[src/logic/flashLoadPkg.sv]
// Flash loader package with flash commands, field widths and stage structs
package flashLoadPkg;

  // Flash byte address and ROM word address widths
  localparam int flashAddrW = 24;
  localparam int memAddrW = 29;

  // SPI flash read opcode
  localparam logic [7:0] flashReadCmd = 8'h03;
  // Sent on MOSI while data bytes are clocked in
  localparam logic [7:0] flashDummyByte = 8'hFF;

  // Sequencer to SPI engine
  typedef struct packed {
    logic       send;
    logic [7:0] txByte;
  } spiReqT;

  // SPI engine to sequencer and packer
  typedef struct packed {
    logic       busy;
    logic       recv;
    logic [7:0] rxByte;
  } spiRspT;

  // Packer to ROM write port
  typedef struct packed {
    logic                access;
    logic                wrEn;
    logic [memAddrW-1:0] addr;
    logic [63:0]         data;
  } memWriteT;

endpackage

[src/logic/spiByteEngine.sv]
// SPI mode-0 byte engine, sends and receives one byte per request
`timescale 1ns/10ps

module spiByteEngine #(
  parameter int unsigned baudDiv = 1
) (
  input  logic                 AClkH,
  input  logic                 arstN,
  input  flashLoadPkg::spiReqT spiReq,
  input  logic                 flashMiso,
  output flashLoadPkg::spiRspT spiRsp,
  output logic                 flashSck,
  output logic                 flashMosi
);

  localparam int divW      = (baudDiv > 0) ? $clog2(baudDiv + 1) : 1;
  localparam int byteTicks = 16 * (baudDiv + 1);
  localparam int tickW     = $clog2(byteTicks);
  // Final busy cycle, recv then lands byteTicks after the send cycle
  localparam int lastTick  = byteTicks - 2;

  logic             busyQ;
  logic             recvQ;
  logic             sckQ;
  logic [divW-1:0]  divCnt;
  logic [tickW-1:0] tickCnt;
  logic [7:0]       txShift;
  logic [7:0]       rxShift;
  logic             halfEnd;
  logic             finish;

  assign halfEnd = (divCnt == divW'(baudDiv));
  assign finish  = (tickCnt == tickW'(lastTick));

  always_ff @(posedge AClkH or negedge arstN) begin
    if (!arstN) begin
      busyQ   <= 1'b0;
      recvQ   <= 1'b0;
      sckQ    <= 1'b0;
      divCnt  <= '0;
      tickCnt <= '0;
      txShift <= '0;
    end else begin
      recvQ <= 1'b0;
      if (!busyQ) begin
        // Idle, SCK parked low
        sckQ    <= 1'b0;
        divCnt  <= '0;
        tickCnt <= '0;
        if (spiReq.send) begin
          busyQ   <= 1'b1;
          txShift <= spiReq.txByte;
        end
      end else begin
        tickCnt <= tickCnt + 1'b1;
        if (halfEnd) begin
          divCnt <= '0;
          sckQ   <= ~sckQ;
          // Next bit on the falling edge
          if (sckQ) begin
            txShift <= {txShift[6:0], 1'b0};
          end
        end else begin
          divCnt <= divCnt + 1'b1;
        end
        if (finish) begin
          busyQ <= 1'b0;
          recvQ <= 1'b1;
        end
      end
    end
  end

  // Sample MISO on the rising edge, MSB first
  always_ff @(posedge AClkH) begin
    if (busyQ && halfEnd && !sckQ) begin
      rxShift <= {rxShift[6:0], flashMiso};
    end
  end

  assign spiRsp    = '{busy: busyQ, recv: recvQ, rxByte: rxShift};
  assign flashSck  = sckQ;
  assign flashMosi = txShift[7];

endmodule

[src/logic/romWordPacker.sv]
// ROM word packer, builds 64-bit words from flash bytes and writes them to ROM
`timescale 1ns/10ps

module romWordPacker #(
  parameter logic [31:0] romBase = 32'h0000_0000,
  parameter int unsigned romWords = 1024
) (
  input  logic                   AClkH,
  input  logic                   arstN,
  input  logic                   wordStart,
  input  logic                   byteAccept,
  input  logic                   wordWrite,
  input  logic                   loading,
  input  flashLoadPkg::spiRspT   spiRsp,
  output logic                   lastWord,
  output flashLoadPkg::memWriteT memWrite
);
  import flashLoadPkg::*;

  // ROM base as a word address
  localparam logic [memAddrW-1:0] baseWord = romBase[31:3];
  localparam logic [memAddrW-1:0] lastIdx  = memAddrW'(romWords - 1);

  logic [63:0]         wordShift;
  logic [memAddrW-1:0] wordIdx;
  logic                wrEnQ;
  logic [memAddrW-1:0] addrQ;
  logic [63:0]         dataQ;

  // First byte ends up in bits 7:0
  always_ff @(posedge AClkH) begin
    if (byteAccept) begin
      wordShift <= {spiRsp.rxByte, wordShift[63:8]};
    end
  end

  always_ff @(posedge AClkH or negedge arstN) begin
    if (!arstN) begin
      wrEnQ   <= 1'b0;
      wordIdx <= '0;
    end else begin
      wrEnQ <= wordWrite;
      // Index moves on after the write strobe so lastWord covers the advance step
      if (wordStart) begin
        wordIdx <= '0;
      end else if (wrEnQ) begin
        wordIdx <= wordIdx + 1'b1;
      end
    end
  end

  always_ff @(posedge AClkH) begin
    if (wordWrite) begin
      addrQ <= baseWord + wordIdx;
      dataQ <= wordShift;
    end
  end

  assign lastWord = (wordIdx == lastIdx);

  assign memWrite = '{access: loading, wrEn: wrEnQ, addr: addrQ, data: dataQ};

endmodule

[src/logic/loadSequencer.sv]
// Load sequencer, one-hot FSM ordering flash header, data bytes and ROM writes
`timescale 1ns/10ps

module loadSequencer #(
  parameter logic [flashLoadPkg::flashAddrW-1:0] progStart = 24'h800000
) (
  input  logic                 AClkH,
  input  logic                 arstN,
  input  logic                 loadStart,
  input  flashLoadPkg::spiRspT spiRsp,
  input  logic                 lastWord,
  output flashLoadPkg::spiReqT spiReq,
  output logic                 wordStart,
  output logic                 wordWrite,
  output logic                 byteAccept,
  output logic                 loading,
  output logic                 flashNcs,
  output logic                 flashMaster
);
  import flashLoadPkg::*;

  // One-hot state bits
  localparam int stStart   = 0;
  localparam int stCmd     = 1;
  localparam int stAddrHi  = 2;
  localparam int stAddrMid = 3;
  localparam int stAddrLo  = 4;
  localparam int stDataReq = 5;
  localparam int stDataAcc = 6;
  localparam int stRomWr   = 7;
  localparam int stAdvance = 8;
  localparam int stEnd     = 9;
  localparam int stDone    = 10;
  localparam int stCount   = 11;

  logic [stCount-1:0] state;
  logic [stCount-1:0] nextState;
  logic [stCount-1:0] go;
  logic [stCount-1:0] stay;
  logic [2:0]         byteIdx;
  logic               lastByte;
  logic               busy;
  logic               ncsQ;
  logic               masterQ;

  assign busy     = spiRsp.busy;
  assign lastByte = (byteIdx == 3'd7);

  // go marks entry into a state, stay holds it while the SPI byte runs
  always_comb begin
    go   = '0;
    stay = '0;

    go[stStart] = loadStart & ~(|state);

    // Read command and 24-bit address
    go[stCmd]       = state[stStart];
    stay[stCmd]     = state[stCmd] & busy;
    go[stAddrHi]    = state[stCmd] & ~busy;
    stay[stAddrHi]  = state[stAddrHi] & busy;
    go[stAddrMid]   = state[stAddrHi] & ~busy;
    stay[stAddrMid] = state[stAddrMid] & busy;
    go[stAddrLo]    = state[stAddrMid] & ~busy;
    stay[stAddrLo]  = state[stAddrLo] & busy;

    // Data bytes, eight per word
    go[stDataReq]   = (state[stAddrLo] & ~busy) |
                      (state[stDataAcc] & ~lastByte) |
                      (state[stAdvance] & ~lastWord);
    stay[stDataReq] = state[stDataReq] & busy;
    go[stDataAcc]   = state[stDataReq] & ~busy;

    go[stRomWr]   = state[stDataAcc] & lastByte;
    go[stAdvance] = state[stRomWr];
    go[stEnd]     = state[stAdvance] & lastWord;
    go[stDone]    = state[stEnd];
  end

  assign nextState = go | stay;

  always_ff @(posedge AClkH or negedge arstN) begin
    if (!arstN) begin
      state   <= '0;
      byteIdx <= '0;
      ncsQ    <= 1'b1;
      masterQ <= 1'b0;
    end else begin
      state <= nextState;
      // Chip select spans command through word advance
      ncsQ    <= ~(|nextState[stAdvance:stCmd]);
      masterQ <= |nextState;
      if (state[stStart]) begin
        byteIdx <= '0;
      end else if (state[stDataAcc]) begin
        byteIdx <= byteIdx + 3'd1;
      end
    end
  end

  // Byte goes out on the cycle a send state is entered
  always_comb begin
    spiReq.send   = |{go[stCmd], go[stAddrHi], go[stAddrMid], go[stAddrLo], go[stDataReq]};
    spiReq.txByte = ({8{go[stCmd]}}     & flashReadCmd) |
                    ({8{go[stAddrHi]}}  & progStart[23:16]) |
                    ({8{go[stAddrMid]}} & progStart[15:8]) |
                    ({8{go[stAddrLo]}}  & progStart[7:0]) |
                    ({8{go[stDataReq]}} & flashDummyByte);
  end

  assign wordStart   = state[stStart];
  assign wordWrite   = state[stRomWr];
  assign byteAccept  = state[stDataAcc];
  assign loading     = |state;
  assign flashNcs    = ncsQ;
  assign flashMaster = masterQ;

endmodule

[src/logic/flashLoader.sv]
// Flash loader top, copies a program image from SPI flash into on-chip ROM
`timescale 1ns/10ps

module flashLoader #(
  parameter int unsigned baudDiv = 1,
  parameter logic [31:0] romBase = 32'h0000_0000,
  parameter int unsigned romWords = 1024,
  parameter logic [flashLoadPkg::flashAddrW-1:0] progStart = 24'h800000
) (
  input  logic                            AClkH,
  input  logic                            arstN,
  input  logic                            loadStart,
  input  logic                            flashMiso,
  output logic                            active,
  output logic                            flashMaster,
  output logic                            flashNcs,
  output logic                            flashSck,
  output logic                            flashMosi,
  output logic                            memAccess,
  output logic                            memWrEn,
  output logic [flashLoadPkg::memAddrW-1:0] memAddr,
  output logic [63:0]                     memData
);
  import flashLoadPkg::*;

  spiReqT   spiReq;
  spiRspT   spiRsp;
  memWriteT memWrite;
  logic     wordStart;
  logic     wordWrite;
  logic     byteAccept;
  logic     lastWord;

  loadSequencer #(.progStart(progStart)) sequencer_i (
    .AClkH      (AClkH),
    .arstN      (arstN),
    .loadStart  (loadStart),
    .spiRsp     (spiRsp),
    .lastWord   (lastWord),
    .spiReq     (spiReq),
    .wordStart  (wordStart),
    .wordWrite  (wordWrite),
    .byteAccept (byteAccept),
    .loading    (active),
    .flashNcs   (flashNcs),
    .flashMaster(flashMaster)
  );

  spiByteEngine #(.baudDiv(baudDiv)) spi_i (
    .AClkH    (AClkH),
    .arstN    (arstN),
    .spiReq   (spiReq),
    .flashMiso(flashMiso),
    .spiRsp   (spiRsp),
    .flashSck (flashSck),
    .flashMosi(flashMosi)
  );

  romWordPacker #(.romBase(romBase), .romWords(romWords)) packer_i (
    .AClkH     (AClkH),
    .arstN     (arstN),
    .wordStart (wordStart),
    .byteAccept(byteAccept),
    .wordWrite (wordWrite),
    .loading   (active),
    .spiRsp    (spiRsp),
    .lastWord  (lastWord),
    .memWrite  (memWrite)
  );

  // ROM port pins
  assign memAccess = memWrite.access;
  assign memWrEn   = memWrite.wrEn;
  assign memAddr   = memWrite.addr;
  assign memData   = memWrite.data;

endmodule

[config.mk]
export PLATFORM = sky130hd
export DESIGN_NAME = flashLoader
export DESIGN_NICKNAME = d
export VERILOG_FILES = /design/src/logic/flashLoadPkg.sv /design/src/logic/spiByteEngine.sv /design/src/logic/romWordPacker.sv /design/src/logic/loadSequencer.sv /design/src/logic/flashLoader.sv
export SDC_FILE = /design/constraint.sdc
export NUM_CORES = 1
export LEC_CHECK = 0
export ABC_AREA = 0
export BUFFER_PORTS_ARGS = -buffer_cell sky130_fd_sc_hd__buf_4
export CAP_MARGIN = 20
export CORE_MARGIN = 4
export CORE_UTILIZATION = 50
export DETAILED_ROUTE_END_ITERATION = 8
export PLACE_DENSITY = 0.81
export REMOVE_ABC_BUFFERS = 1
export SETUP_SLACK_MARGIN = 0.4
export SYNTH_ARGS = -nofsm -noshare
export SYNTH_HDL_FRONTEND = slang
export SYNTH_SLANG_ARGS = --single-unit
[constraint.sdc]
create_clock -name AClkH -period 3.8 [get_ports AClkH]
set_input_delay 0.76 -clock AClkH [delete_from_list [all_inputs] [get_ports AClkH]]
set_output_delay 0.76 -clock AClkH [all_outputs]
set_load 0.05 [all_outputs]
# After elaboration in Yosys (flattened, before gate mapping)
# Index checks and enable logic that the tools add are counted.
[classes]
add_sub_neg = 4
n_reduce_logical = 11
mux = 16
n_eq_ne = 5
n_bitwise = 26
[ops]
columns = ["operator", "count"]
rows = [
  ["29-bit 2-to-1 mux", 2],
  ["8-bit 2-to-1 mux", 4],
  ["29-bit by 1-bit adder with 29-bit output, second input constant", 1],
  ["29-bit by 10-bit == test with 1-bit output, second input constant", 1],
  ["11-bit OR reduction", 2],
  ["1-bit bitwise AND", 15],
  ["11-bit by 6-bit bitwise OR with 11-bit output", 1],
  ["2-bit by 8-bit bitwise OR with 8-bit output", 1],
  ["8-bit bitwise OR", 1],
  ["8-bit OR reduction", 1],
  ["1-bit 2-to-1 mux", 7],
  ["3-bit 2-to-1 mux", 2],
  ["1-bit NOT", 6],
  ["2-bit nonzero test", 3],
  ["5-bit by 1-bit adder with 5-bit output, second input constant", 1],
  ["5-bit == test, second input constant", 1],
  ["5-bit 2-to-1 mux", 1],
  ["5-bit OR reduction", 1],
  ["2-bit inequality test, second input constant", 2],
  ["3-bit by 1-bit adder with 3-bit output, second input constant", 1],
  ["3-bit == test, second input constant", 1],
  ["3-bit AND reduction", 1],
  ["1-bit logical AND", 2],
  ["1-bit bitwise OR", 2],
  ["2 further kinds", 2],
]
[word_totals]
register_bits = 227
in_bits = 4
wordCells = 77
out_inout_bits = 100

# Longest topological paths before layout
[depth]
ltp_word = 8
ltp_mapped = 7
mapped_depth_nobuf = 7

# Modules after synthesis
# A second synthesis with hierarchy kept.
[hier_totals]
cells_unflattened = 469
area_unflattened_um2 = 8167.8
[modules_own_cells]
columns = ["module", "area_each_um2", "instances", "seq_area_each_um2", "cells_per_inst"]
rows = [
  ["romWordPacker", 6319.8, 1, 5465.2, 324],
  ["spiByteEngine", 1123.6, 1, 665.6, 84],
  ["loadSequencer", 724.4, 1, 401.6, 61],
]

# Least setup slack after synthesis
# OpenSTA, ideal clock, no wires.
[synth_timing]
path_kind = "flip-flop to output port"
from = "register sequencer_i.state[7]"
to = "output memAccess"
path_buffers = 1
setup_slack_ps = -65
stages_incl_launch_ff = 5
arrival_time_ps = 3105
required_ps = 3040
cell_sequence = "dfrtp_1 nor3_1 nand2_1 or2_2 buf_4"
[synth_via]
elab_chain_len = 1
[synth_rtl]
columns = ["element", "line_no", "text"]
rows = [
  ["start, declared", "loadSequencer.sv:36", "logic [stCount-1:0] state;"],
  ["start signal, assigned", "loadSequencer.sv:88", "state <= nextState;"],
  ["11-bit OR reduction", "loadSequencer.sv:113", "assign loading = |state;"],
  ["end, declared", "flashLoader.sv:19", "output logic memAccess,"],
]
# Every way passes these cells.

# Final worst setup path
[layout_timing]
from = "register sequencer_i.state[0]"
to = "output memAccess"
# The elaborated chain is that of the path after synthesis.

==> metrics.yaml <==
status: "completed"
area_delta_synth_final_pct: 22.2
clock_sinks: 226
reg2reg_slack_ns: 1.51
worst-path-buf-inv: 1
p_clk_share_pct: 39.0
finClkSkew_ns: 0.00631
maxCapViolCount: 0
globalplace.congestion: 0.771
synthArstFlopShare_pct: 27.0
nets: 565
final_layout_size_suffix_gt1_share_pct: 27.4
crit_chain: "or4_1 > nor3_1 > nand2_1 > or2_2 > buf_4"
grt_pass1_vias: 4065
portBuffers: 103
cts_post_setup_buffers_inserted: 0
crit_fanout: 3
viasPerCell: 5.09
cts_tree: "built"
slowest_stage: "or4_1"
fp.dieH_um: 133
regToRegEndpoint: "spi_i.txShift[1]"
p_int_mw: 4.24
drtPass1Iterations: 4
hold_buffers: 0
r2r_cells: 6
seq_area_frac_synth_pct: 82.8
drv_slew: 0
grt_overflow: 0
grt_max_degree: 78
post-dp-hpwl_um: 8220
clkTransAtPathRegs_ns: 0.06
n_fill_cell: 1077
hold_violations: 0
end_kind: "output port"
critPathTopFamily: "simple AND/OR/NAND/NOR gates"
yosysTopAreaCellShare_pct: 63.3
use_met2_pct: 24.5
rows: 45
synth_area_um2: 7830
grtUsageTotal_pct: 14.7
antenna_found_initial: 0
worst_pin_slew_ns: 0.975
timing.fmax_mhz: 325
synth_cell_types: 44
drt_wl_total_um: 13000
grt_pass1_wl_um: 21200
worstSkewPairLatency_ns: 0.50
rsz0062_at_grt: "no"
detail-route-antenna-nets: 0
power.density_nw_per_um2: 570
diodes: 0
drtIter0Drc: 383
layout.cells.non_filler: 783
cts-root-buf: "clkbuf_16"
synth.area.top_cells: "edfxtp_1 63%, dfrtp_1 19%, xnor2_1 2.5%, nor2_1 2.0%, nor4_1 0.88%"
cts_resized: 0
worstPathArrival_ns: 2.31
core_um2: 15300
syn_inst: 436
synthFlopType: "edfxtp_1"
r2r-start: "sequencer_i.state[6]"
detail_route.wl_per_cell_um: 16.6
grtUsageMet3_pct: 3.47
critPathMaxStageDelay_ns: 0.58
die_area_um2: 17700
initial_core_util_pct: 51.3
drcViolationCount: 0
die_x_um: 133
cts_buffers: 22
setup_viol_count_final: 0
crit_type: "reg -> out"
required_ns: 3.04
cp-start-kind: "flop"
grt.met1_usage_pct: 19.8
ir_worst_vdd_mv: 0.312
slew_headroom_pct: 35.0
synth_edf_count: 165
clock_path_buffers: 3
yosysTopAreaCell: "edfxtp_1"
p_switching_mw: 1.22
power_frac_seq_pct: 53.3
setup_tns_ns: 0
top_usage_layer: "met2"
ys_warn_count: 0
p_sw_share_pct: 22.3
vias: 3982
avgSynthCellArea_um2: 18.0
cts.htree.levels: 1
fin_crit_sh_pct: 80.9
period_minus_slack_ns: 3.07
synth_seq_cells: 226
pin_count: 104
hp-class: "in -> async"
combPwrFrac_pct: 7.7
p_leak_nw: 3.49
dp_cells: 742
==> sequential cells by signal (all words and copies together), names as in the netlist, 3 cells and up <==
signal and flops:
packer_i.addrQ 29, packer_i.dataQ 64, packer_i.wordIdx 29, packer_i.wordShift 64, sequencer_i.byteIdx 3, sequencer_i.state 11, spi_i.rxShift 8, spi_i.tickCnt 5
spi_i.txShift 8
==> metal layers <==
metal | vias up | share of wire [%]
met1 | 1987 | 41
met3 | 16 | 6.9
met2 | 124 | 50
met5 | - | 0
li1 | 1855 | -
met4 | 0 | 1.3
==> synthesized netlist by cell type (2+ instances only) <==
master / instances
ha_1: 5
and2_1: 3
buf_4: 2
nand3_1: 13
and3_1: 2
dfrtp_1: 60
buf_2: 3
o21ai_0: 5
xnor2_1: 22
mux2i_1: 3
nor2_1: 42
nor4_1: 11
or3_1: 6
and4_1: 2
o221a_1: 6
mux2_2: 3
edfxtp_1: 165
inv_1: 9
nand2_1: 18
nor2b_1: 2
nand4_1: 4
clkbuf_1: 5
or2_2: 2
nor3_1: 10
nor4_2: 3
xor2_1: 7
a21oi_1: 6
==> how the worst max path moves through the flow <==
stage	endpoint	cells past startpoint	slack (ns)	from
6_report	memAccess	5	0.73	sequencer_i.state[0]
5_1_grt	memAccess	5	0.62	sequencer_i.state[2]
4_1_cts	memAccess	5	0.71	sequencer_i.state[0]
3_5_place_dp	memAccess	5	1.24	sequencer_i.state[0]
3_3_place_gp	memAccess	5	1.25	sequencer_i.state[0]
2_1_floorplan	active	3	0.03	sequencer_i.state[7]
==> through the flow <==
| stage | area [um2] | utilization [%] | power (mW) | hold WS (ns) | worst slack, ns |
|---|---|---|---|---|---|
| finish | 9560 | 62.7 | 5.45 | 0.341 | 0.726 |
| global route | 9560 | 62.7 | 5.69 | 0.393 | 0.625 |
| CTS | 9560 | 62.6 | 5.52 | 0.359 | 0.707 |
| detailed placement | 8840 | 57.9 | 3.38 | 0.375 | 1.24 |
| global placement | 8840 | 57.9 | 3.35 | 0.373 | 1.25 |
| floorplan | 7770 | - | 3.24 | 0.355 | 0.0257 |
==> area by class of cell <==
cell class                 instances  area (um2)  area share, %
clock inverter                    15         155           1.62
sequential                       226        6490           67.8
clock buffer                      25         562           5.87
tap                              211         264           2.76
multi-input combinational        189        1250           13.1
timing repair buffer             107         803           8.40
inverter                          10        37.5          0.393
==> power by group through the flow <==
stage,registers [mW],clock network [mW],logic [mW]
2_1_floorplan,2.99,0,0.248
3_3_place_gp,2.94,0,0.407
3_5_place_dp,2.96,0,0.428
4_1_cts,2.91,2.18,0.430
5_1_grt,2.92,2.30,0.465
6_report,2.91,2.13,0.420
==> placed cells by master (no fill, tap or decap), types with 2 or more instances in the layout <==
| cell type | count |
|---|---|
| a21oi_1 | 6 |
| and2_1 | 3 |
| and3_1 | 2 |
| and4_1 | 2 |
| buf_4 | 107 |
| bufinv_16 | 3 |
| clkbuf_1 | 3 |
| clkbuf_16 | 22 |
| clkinv_1 | 8 |
| clkinv_2 | 3 |
| dfrtp_1 | 58 |
| edfxtp_1 | 165 |
| ha_1 | 5 |
| inv_1 | 9 |
| mux2_2 | 3 |
| mux2i_1 | 3 |
| nand2_1 | 18 |
| nand3_1 | 13 |
| nand4_1 | 4 |
| nor2_1 | 42 |
| nor2b_1 | 2 |
| nor3_1 | 10 |
| nor4_1 | 11 |
| nor4_2 | 3 |
| o21ai_0 | 5 |
| o221a_1 | 6 |
| or2_2 | 2 |
| or3_1 | 6 |
| xnor2_1 | 22 |
| xor2_1 | 7 |
==> cells by family (layout without fill, tap and decap cells) <==
family / Yosys count / in the layout / synth area share, %
buffers and inverters: 21 / 157 / 1.15
AND/OR/NAND/NOR: 126 / 126 / 8.59
flip-flops: 226 / 226 / 82.8
multiplexers: 7 / 7 / 1.01
XOR/XNOR: 29 / 29 / 3.25
AO/OA/AOI/OAI: 22 / 22 / 2.38
adder cells (fa/ha/maj): 5 / 5 / 0.799
No activity file was read; power rests on OpenSTA's default activity.
